<file path="src/logic/audio_settings.svh">
/*
 Build settings of the audio playback controller.
 AUDIO_CHANNELS and BUFFER_DEPTH must be powers of two, at least 2.
 Registers of channel c sit at c * REG_STRIDE plus the offsets below.
*/

`ifndef AUDIO_SETTINGS_SVH
`define AUDIO_SETTINGS_SVH

`define AUDIO_CHANNELS 4
`define SAMPLE_WIDTH 16
`define VOLUME_WIDTH 4
`define COUNT_WIDTH 24
`define WORD_WIDTH 32
`define BUFFER_DEPTH 4

`define REG_STRIDE 4
`define REG_OFS_ADDRESS 0
`define REG_OFS_COUNT 1
`define REG_OFS_VOLUME 2
`define REG_BUSY 8'h01

`endif

</file>
<file path="src/logic/audio_pkg.sv">
/*
 Shared types of the audio playback controller.
 A stereo word keeps the left sample in the low half.
*/

`include "audio_settings.svh"

package audio_pkg;

	typedef logic signed [`SAMPLE_WIDTH-1:0] sample_t;

	// Left in the low half of the word
	typedef struct packed {
		sample_t right;
		sample_t left;
	} stereo_t;

	typedef logic [`WORD_WIDTH-1:0] word_t;
	typedef logic [`WORD_WIDTH-1:0] dma_addr_t;
	typedef logic [`COUNT_WIDTH-1:0] count_t;

	// 15 is full scale
	typedef logic [`VOLUME_WIDTH-1:0] volume_t;

	typedef logic [$clog2(`AUDIO_CHANNELS)-1:0] chan_idx_t;
	typedef logic [`AUDIO_CHANNELS-1:0] chan_mask_t;

endpackage

</file>
<file path="src/logic/audio_channel.sv">
/*
 One playback channel. Fetches stereo words into a small circular
 buffer and plays one per sample tick, scaled by vol/16.
 A start empties the buffer and replaces the running transfer.
*/

`timescale 1ns/10ps

`include "audio_settings.svh"

module audio_channel import audio_pkg::*; (
	input  logic i_clock,
	input  logic i_rst,

	input  logic i_start,
	input  dma_addr_t i_start_address,
	input  count_t i_count,
	input  volume_t i_volume,

	output logic o_fetch_request,
	output dma_addr_t o_fetch_address,
	input  logic i_grant,
	input  word_t i_dma_rdata,

	input  logic i_sample_tick,
	output logic o_busy,
	output stereo_t o_sample
);

	localparam int PTR_BITS = $clog2(`BUFFER_DEPTH);

	word_t buffer [`BUFFER_DEPTH];
	logic [PTR_BITS-1:0] wr_ptr;
	logic [PTR_BITS-1:0] rd_ptr;
	logic [PTR_BITS:0] level;
	count_t remaining;
	stereo_t head_word;
	logic push;
	logic pop;

	function automatic sample_t scale(sample_t sample, volume_t volume);
		logic signed [`SAMPLE_WIDTH+`VOLUME_WIDTH:0] product;
		product = sample * $signed({1'b0, volume});
		return sample_t'(product >>> `VOLUME_WIDTH);
	endfunction

	assign o_fetch_request = (remaining != '0) && (level < (PTR_BITS+1)'(`BUFFER_DEPTH));
	assign o_busy = (remaining != '0) || (level != '0);
	assign head_word = buffer[rd_ptr];

	assign push = i_grant && o_fetch_request;
	assign pop = i_sample_tick && (level != '0);

	always_ff @(posedge i_clock) begin
		if (i_rst) begin
			remaining <= '0;
			wr_ptr <= '0;
			rd_ptr <= '0;
			level <= '0;
			o_sample <= '0;
		end else begin
			// Empty buffer plays silence
			if (i_sample_tick) begin
				if (level != '0) begin
					o_sample.left <= scale(head_word.left, i_volume);
					o_sample.right <= scale(head_word.right, i_volume);
				end else begin
					o_sample <= '0;
				end
			end

			if (i_start) begin
				o_fetch_address <= i_start_address;
				remaining <= i_count;
				wr_ptr <= '0;
				rd_ptr <= '0;
				level <= '0;
			end else begin
				if (push) begin
					wr_ptr <= wr_ptr + 1'b1;
					o_fetch_address <= o_fetch_address + 1'b1;
					remaining <= remaining - 1'b1;
				end
				if (pop)
					rd_ptr <= rd_ptr + 1'b1;
				if (push && !pop)
					level <= level + 1'b1;
				else if (pop && !push)
					level <= level - 1'b1;
			end
		end
	end

	always_ff @(posedge i_clock) begin
		if (push && !i_start)
			buffer[wr_ptr] <= i_dma_rdata;
	end

endmodule

</file>
<file path="src/logic/audio_controller.sv">
/*
 Multi-channel audio playback controller, top level.
 i_sample_tick is a one-cycle pulse; mixed output follows two cycles later.
 DMA addresses count in words, each word one stereo sample pair.
*/

`timescale 1ns/10ps

`include "audio_settings.svh"

module audio_controller import audio_pkg::*; (
	input  logic i_clock,
	input  logic i_rst,

	// CPU port
	input  logic i_request,
	input  logic i_rw,
	input  logic [7:0] i_address,
	input  word_t i_wdata,
	output word_t o_rdata,
	output logic o_ready,

	// DMA master
	output logic o_dma_request,
	output dma_addr_t o_dma_address,
	input  logic i_dma_ready,
	input  word_t i_dma_rdata,

	input  logic i_sample_tick,
	output sample_t o_sample_left,
	output sample_t o_sample_right,
	output logic o_interrupt
);

	chan_mask_t start;
	dma_addr_t [`AUDIO_CHANNELS-1:0] start_address;
	count_t [`AUDIO_CHANNELS-1:0] count;
	volume_t [`AUDIO_CHANNELS-1:0] volume;
	chan_mask_t busy;
	chan_mask_t fetch_request;
	dma_addr_t [`AUDIO_CHANNELS-1:0] fetch_address;
	chan_mask_t grant;
	stereo_t [`AUDIO_CHANNELS-1:0] samples;

	audio_regs u_regs (
		.i_clock(i_clock),
		.i_rst(i_rst),
		.i_request(i_request),
		.i_rw(i_rw),
		.i_address(i_address),
		.i_wdata(i_wdata),
		.o_rdata(o_rdata),
		.o_ready(o_ready),
		.i_busy(busy),
		.o_interrupt(o_interrupt),
		.o_start(start),
		.o_start_address(start_address),
		.o_count(count),
		.o_volume(volume)
	);

	for (genvar c = 0; c < `AUDIO_CHANNELS; c++) begin : g_channel
		audio_channel u_channel (
			.i_clock(i_clock),
			.i_rst(i_rst),
			.i_start(start[c]),
			.i_start_address(start_address[c]),
			.i_count(count[c]),
			.i_volume(volume[c]),
			.o_fetch_request(fetch_request[c]),
			.o_fetch_address(fetch_address[c]),
			.i_grant(grant[c]),
			.i_dma_rdata(i_dma_rdata),
			.i_sample_tick(i_sample_tick),
			.o_busy(busy[c]),
			.o_sample(samples[c])
		);
	end

	dma_arbiter u_arbiter (
		.i_clock(i_clock),
		.i_rst(i_rst),
		.i_fetch_request(fetch_request),
		.i_fetch_address(fetch_address),
		.o_grant(grant),
		.o_dma_request(o_dma_request),
		.o_dma_address(o_dma_address),
		.i_dma_ready(i_dma_ready)
	);

	audio_mixer u_mixer (
		.i_clock(i_clock),
		.i_rst(i_rst),
		.i_samples(samples),
		.o_sample_left(o_sample_left),
		.o_sample_right(o_sample_right)
	);

endmodule

</file>
<file path="src/logic/audio_mixer.sv">
/*
 Stereo mixer. Sums all channel samples and clamps to the sample range.
 Registered every cycle; inputs only move on sample ticks.
*/

`timescale 1ns/10ps

`include "audio_settings.svh"

module audio_mixer import audio_pkg::*; (
	input  logic i_clock,
	input  logic i_rst,

	input  stereo_t [`AUDIO_CHANNELS-1:0] i_samples,
	output sample_t o_sample_left,
	output sample_t o_sample_right
);

	localparam int ACC_WIDTH = `SAMPLE_WIDTH + $clog2(`AUDIO_CHANNELS);
	localparam sample_t SAMPLE_MAX = {1'b0, {(`SAMPLE_WIDTH-1){1'b1}}};
	localparam sample_t SAMPLE_MIN = {1'b1, {(`SAMPLE_WIDTH-1){1'b0}}};

	typedef logic signed [ACC_WIDTH-1:0] acc_t;

	acc_t sum_left;
	acc_t sum_right;

	function automatic sample_t saturate(acc_t sum);
		if (sum > acc_t'(SAMPLE_MAX))
			return SAMPLE_MAX;
		else if (sum < acc_t'(SAMPLE_MIN))
			return SAMPLE_MIN;
		return sample_t'(sum);
	endfunction

	always_comb begin
		sum_left = '0;
		sum_right = '0;
		for (int c = 0; c < `AUDIO_CHANNELS; c++) begin
			sum_left = sum_left + acc_t'(i_samples[c].left);
			sum_right = sum_right + acc_t'(i_samples[c].right);
		end
	end

	always_ff @(posedge i_clock) begin
		if (i_rst) begin
			o_sample_left <= '0;
			o_sample_right <= '0;
		end else begin
			o_sample_left <= saturate(sum_left);
			o_sample_right <= saturate(sum_right);
		end
	end

endmodule

</file>
<file path="src/logic/audio_regs.sv">
/*
 CPU register block. The CPU holds i_request until o_ready answers.
 Writes outside the channel range are acknowledged and dropped.
 Only REG_BUSY reads back data; every other read returns zero.
*/

`timescale 1ns/10ps

`include "audio_settings.svh"

module audio_regs import audio_pkg::*; (
	input  logic i_clock,
	input  logic i_rst,

	input  logic i_request,
	input  logic i_rw,
	input  logic [7:0] i_address,
	input  word_t i_wdata,
	output word_t o_rdata,
	output logic o_ready,

	input  chan_mask_t i_busy,
	output logic o_interrupt,

	output chan_mask_t o_start,
	output dma_addr_t [`AUDIO_CHANNELS-1:0] o_start_address,
	output count_t [`AUDIO_CHANNELS-1:0] o_count,
	output volume_t [`AUDIO_CHANNELS-1:0] o_volume
);

	localparam int OFFSET_BITS = $clog2(`REG_STRIDE);

	chan_idx_t chan;
	logic [OFFSET_BITS-1:0] offset;
	logic in_range;
	logic access;
	logic setup_write;
	chan_mask_t busy_prev;

	assign chan = i_address[OFFSET_BITS +: $bits(chan_idx_t)];
	assign offset = i_address[OFFSET_BITS-1:0];
	assign in_range = (i_address < 8'(`AUDIO_CHANNELS * `REG_STRIDE));

	// New access seen while not yet acknowledged
	assign access = i_request && !o_ready;
	assign setup_write = access && i_rw && in_range;

	always_ff @(posedge i_clock) begin
		if (i_rst) begin
			o_ready <= 1'b0;
			o_start <= '0;
			o_volume <= {`AUDIO_CHANNELS{volume_t'('1)}};
			busy_prev <= '0;
			o_interrupt <= 1'b0;
		end else begin
			o_start <= '0;
			if (access) begin
				o_ready <= 1'b1;
				if (setup_write && offset == OFFSET_BITS'(`REG_OFS_COUNT))
					o_start[chan] <= 1'b1;
				if (setup_write && offset == OFFSET_BITS'(`REG_OFS_VOLUME))
					o_volume[chan] <= i_wdata[`VOLUME_WIDTH-1:0];
			end else if (!i_request) begin
				o_ready <= 1'b0;
			end

			// Pulse when any channel drops out of busy
			busy_prev <= i_busy;
			o_interrupt <= |(busy_prev & ~i_busy);
		end
	end

	always_ff @(posedge i_clock) begin
		if (setup_write && offset == OFFSET_BITS'(`REG_OFS_ADDRESS))
			o_start_address[chan] <= i_wdata;
		if (setup_write && offset == OFFSET_BITS'(`REG_OFS_COUNT))
			o_count[chan] <= i_wdata[`COUNT_WIDTH-1:0];
		if (access && !i_rw)
			o_rdata <= (i_address == `REG_BUSY) ? word_t'(i_busy) : '0;
	end

endmodule

</file>
<file path="src/logic/dma_arbiter.sv">
/*
 Round-robin owner of the DMA master, one fetch in flight.
 A word whose channel was restarted meanwhile is dropped, since
 the channel's address no longer matches the one on the bus.
*/

`timescale 1ns/10ps

`include "audio_settings.svh"

module dma_arbiter import audio_pkg::*; (
	input  logic i_clock,
	input  logic i_rst,

	input  chan_mask_t i_fetch_request,
	input  dma_addr_t [`AUDIO_CHANNELS-1:0] i_fetch_address,
	output chan_mask_t o_grant,

	output logic o_dma_request,
	output dma_addr_t o_dma_address,
	input  logic i_dma_ready
);

	chan_idx_t ptr;
	chan_idx_t next_ptr;

	// Channel count is a power of two so the pointer wraps by itself
	assign next_ptr = ptr + 1'b1;

	always_ff @(posedge i_clock) begin
		if (i_rst) begin
			ptr <= '0;
			o_dma_request <= 1'b0;
		end else if (o_dma_request) begin
			// Hold pointer and address until the memory answers
			if (i_dma_ready) begin
				o_dma_request <= 1'b0;
				ptr <= next_ptr;
			end
		end else if (i_fetch_request[ptr]) begin
			o_dma_request <= 1'b1;
			o_dma_address <= i_fetch_address[ptr];
		end else begin
			ptr <= next_ptr;
		end
	end

	always_comb begin
		o_grant = '0;
		if (o_dma_request && i_dma_ready && i_fetch_request[ptr]
				&& i_fetch_address[ptr] == o_dma_address)
			o_grant[ptr] = 1'b1;
	end

endmodule

</file>
<file path="config.mk">
export PLATFORM = sky130hd
export DESIGN_NAME = audio_controller
export DESIGN_NICKNAME = d
export VERILOG_FILES = /design/src/logic/audio_pkg.sv /design/src/logic/audio_channel.sv /design/src/logic/audio_controller.sv /design/src/logic/audio_mixer.sv /design/src/logic/audio_regs.sv /design/src/logic/dma_arbiter.sv
export VERILOG_INCLUDE_DIRS = /design/src /design/src/logic
export SDC_FILE = /design/constraint.sdc
export NUM_CORES = 2
export LEC_CHECK = 0
export ABC_CLOCK_PERIOD_IN_PS = 8700
export BUFFER_PORTS_ARGS = -buffer_cell sky130_fd_sc_hd__buf_4
export CELL_PAD_IN_SITES_DETAIL_PLACEMENT = 1
export CELL_PAD_IN_SITES_GLOBAL_PLACEMENT = 2
export CORE_MARGIN = 5
export CORE_UTILIZATION = 44
export DETAILED_ROUTE_END_ITERATION = 8
export PLACE_DENSITY_LB_ADDON = 0.2
export REMOVE_ABC_BUFFERS = 1
export SYNTH_ARGS = -nofsm -noshare
export SYNTH_HDL_FRONTEND = slang
export SYNTH_SLANG_ARGS = --single-unit
</file>
<file path="constraint.sdc">
create_clock -name i_clock -period 8.7 [get_ports i_clock]
set_clock_uncertainty 0.2 [all_clocks]
set_input_delay 1.305 -clock i_clock [delete_from_list [all_inputs] [get_ports i_clock]]
set_output_delay 1.305 -clock i_clock [all_outputs]
set_load 0.01 [all_outputs]
</file>
==> summary.txt <==
Timing
  – Rel. slew slack: a little over a fifth
  – Max Slew Vio Count: 0
  – Final hold violations: 0
  – Final Critical Period: 6220 ps
  – RSZ-0062 raised after global routing: no
  – Period utilization: approximately 70%
  – Final Setup Violations: 0
  – Setup TNS Final: 0 ps
  – Max Fclk: between 150 and 200 MHz
  – Measured slew at the worst slew-check pin: 1170 ps

Pwr
  – Net Switching: approximately 0.0031 W
  – P_int: ~0.010 W
  – Reg power frac: a little under half
  – Lkg Pwr: a little under 30 nW
  – Clk pwr share: between 40% and 50%
  – Switch share: 23.5%
  – Worst vdd ir: around 210 uV
  – Pwr/cell area: 172 mW/mm2
  – Comb pwr share: 6.1%

Clock tree
  – Clock Sinks: ~1.2k
  – Cts hold-fix bufs: 0
  – CTS Buf Count: 140
  – Clk Latency, worst-skew pair: between 700 and 800 ps
  – CTS resizes: 0
  – Clock Path Buffers: 3
  – CTS tree: built
  – Worst-path clk slew: ~70 ps
  – Post-CTS setup buffers: 0
  – H-Tree Level Count: 4
  – Clock Root Buffer: clkbuf_16

Min path
  – Worst hold path depth: 2
  – Class of the worst hold path: flip-flop to flip-flop

Final layout
  – Most frequent cells in the layout: edfxtp_1 (900), inv_1 (795), nand2_1 (476)
  – Nets: between 6k and 7k
  – Layout cells sized above 1: a little under an eighth
  – Area Growth Syn to Fin: 11.9%
  – Layout Cells excl Fill: 8,250
  – Commonest non-fill, non-tap cell in the layout: edfxtp_1

Synthesis
  – Ys Warns: 0
  – Yosys cell types: ~90
  – Post-synthesis cell count: between 5k and 6k
  – Post-Syn Area per Cell: around 12 um2
  – Synth Flop Type: edfxtp_1
  – Synth Cell Area: between 0.06 and 0.07 mm2
  – Post-synth EDFFs: 900
  – Share of async-settable or async-resettable flops after synthesis: 0%
  – Post-synthesis sequential area ratio: ~48%
  – Synth Register Bits: 1,221

Critical path
  – Data arrival, critical path: 6700 ps
  – Worst EP required: roughly 9200 ps
  – Worst-path maximum fanout: 33
  – Critical Path Sink Type: flip-flop
  – Crit Path Category: flip-flop to flip-flop
  – Crit start category: flip-flop
  – Worst reg2reg path depth: 17

Run status
  – Status: complete, no violations

Placed design
  – Post-DP HPWL: approximately 140 mm
  – Placed insts: approximately 8k
  – Routability congestion estimate: ~0.86
  – IO buf count: 148

Drt
  – Total via count after detailed routing: around 46k
  – DR vias/cell: between 5 and 6
  – Antenna viol nets, final: 0
  – DR pass1 iterations: 6
  – Post-route DRC: 0
  – Iter 0 DRT Violations: 3,659
  – Routed wire length: about 200 mm
  – DR WL/cell: around 24 um

Floorplanning
  – Die height: a little over 400 um
  – Io pins: about 180
  – Initial Utilization: approximately 44%
  – Die width: approximately 410 um
  – Area of the die: 0.165 mm2
  – Core box area: roughly 0.16 mm2
  – # rows: roughly 150

Global routing
  – Largest net degree at the start of global routing: 81
  – Vias in the first global route: ~47k
  – Global Route Usage Sum: between 20% and 30%
  – Initial antenna violation count: 32
  – Remaining global-route overflow: 0
  – First-pass GRT wire length: 300 mm

Run
  – Max-cap violation count: 0
flip-flops by register name, summed over array words and instances (netlist names), 12 cells and up, named ones only:
name	flops
g_channel.u_channel.o_sample	128
u_arbiter.o_dma_address	32
u_regs.o_volume	16
g_channel.u_channel.remaining	96
g_channel.u_channel.o_fetch_address	128
u_mixer.o_sample_right	16
u_regs.o_count	96
g_channel.u_channel.level	12
g_channel.u_channel.buffer	512
u_regs.o_start_address	128
u_mixer.o_sample_left	16
layout make-up:
class | instances | area (um2)
multi-input cells | 3693 | 32000
fillers | 16292 | 78900
clock inverters | 83 | 1080
flip-flops and latches | 1221 | 33500
well taps | 2058 | 2570
diodes | 7 | 17.5
clock buffers | 174 | 3750
inverters | 799 | 3000
repair buffers | 215 | 1630
cells in the mapped netlist (32+ instances only):
| cell | count | share of area (%) |
|---|---|---|
| edfxtp_1 | 900 | 39 |
| inv_1 | 796 | 4.3 |
| nand2_1 | 476 | 2.6 |
| and2_1 | 367 | 3.3 |
| ha_1 | 350 | 6.3 |
| nor2_1 | 326 | 1.8 |
| dfxtp_1 | 321 | 9.3 |
| fa_1 | 318 | 9.2 |
| xnor2_1 | 211 | 2.7 |
| o21ai_0 | 208 | 1.5 |
| xor2_1 | 184 | 2.3 |
| clkbuf_1 | 173 | 0.94 |
| mux4_2 | 167 | 5.4 |
| nand3_1 | 120 | 0.87 |
| a21oi_1 | 104 | 0.75 |
| a211oi_1 | 73 | 0.79 |
| nor3_1 | 63 | 0.46 |
| nand4_1 | 58 | 0.52 |
| or3_1 | 49 | 0.44 |
| a22o_1 | 48 | 0.61 |
| o21a_1 | 47 | 0.51 |
| a22oi_1 | 44 | 0.48 |
| and3_1 | 37 | 0.33 |
| a21o_1 | 33 | 0.36 |
| mux2i_1 | 32 | 0.46 |
worst max-delay path, stage by stage (launching register included):
cell,delay [ps]
dfxtp_2,930
mux4_2,450
and2_1,180
ha_1,270
inv_1,50
fa_1,500
fa_1,550
inv_1,50
ha_1,330
a21o_1,190
a21oi_1,140
o31ai_1,120
a2111oi_0,860
or3_1,260
a21oi_1,130
o31a_1,330
or3_1,320
a32o_1,250
per-stage QoR:
stage | power, W | hold WS, ps | utilization [%] | instance area (um2) | setup slack, ps
2_1_floorplan | 0.00685 | 216 | - | 68300 | 2180
3_3_place_gp | 0.00722 | 233 | 46.5 | 72700 | 2520
3_5_place_dp | 0.00723 | 241 | 46.5 | 72700 | 2420
4_1_cts | 0.0134 | 250 | 49.6 | 77500 | 2410
5_1_grt | 0.0137 | 263 | 49.6 | 77500 | 2030
6_report | 0.0133 | 247 | 49.6 | 77500 | 2480
logic make-up (layout without fill, tap and decap cells):
kind of cell / after synthesis / in the layout / synth area share, %
adder cells (fa/ha/maj): 668 / 668 / 15.5
buffers and inverters: 1032 / 1271 / 5.87
other: 1 / 35 / 0.00542
XOR/XNOR: 395 / 395 / 5.00
AO/OA/AOI/OAI: 715 / 715 / 6.89
flip-flops: 1221 / 1221 / 48.3
multiplexers: 209 / 209 / 6.06
AND/OR/NAND/NOR: 1678 / 1678 / 12.4
per-layer routing:
| layer | up-vias | share of wire [%] | GRT usage [%] |
|---|---|---|---|
| met1 | 23503 | 47 | 35.8 |
| li1 | 20693 | - | - |
| met5 | - | 0.011 | 0 |
| met3 | 261 | 6.5 | 4.08 |
| met2 | 1164 | 44 | 37.2 |
| met4 | 4 | 2.6 | 6.52 |
power groups by stage:
| stage | Clock [W] | Sequential, W | Combinational (W) |
|---|---|---|---|
| global placement | 0 | 0.00643 | 0.000791 |
| global route | 0.00659 | 0.00630 | 0.000854 |
| detailed placement | 0 | 0.00643 | 0.000806 |
| floorplan | 0 | 0.00649 | 0.000355 |
| CTS | 0.00633 | 0.00630 | 0.000812 |
| finish | 0.00620 | 0.00630 | 0.000811 |
path summary, 6_finish.rpt:
path / from / end / slack [ps]
hold reg to reg: u_regs.busy_prev[2]$_SDFF_PP0_ / u_regs.o_interrupt$_SDFF_PP0_ / 250
setup / recovery: flip-flop / g_channel[1].u_channel.o_sample[30]$_SDFFE_PP0P_ / 2480
setup reg to reg: flip-flop / g_channel[1].u_channel.o_sample[30]$_SDFFE_PP0P_ / 2480
hold / removal: u_regs.busy_prev[2]$_SDFF_PP0_ / u_regs.o_interrupt$_SDFF_PP0_ / 250
No activity file was read; power rests on OpenSTA's default activity.
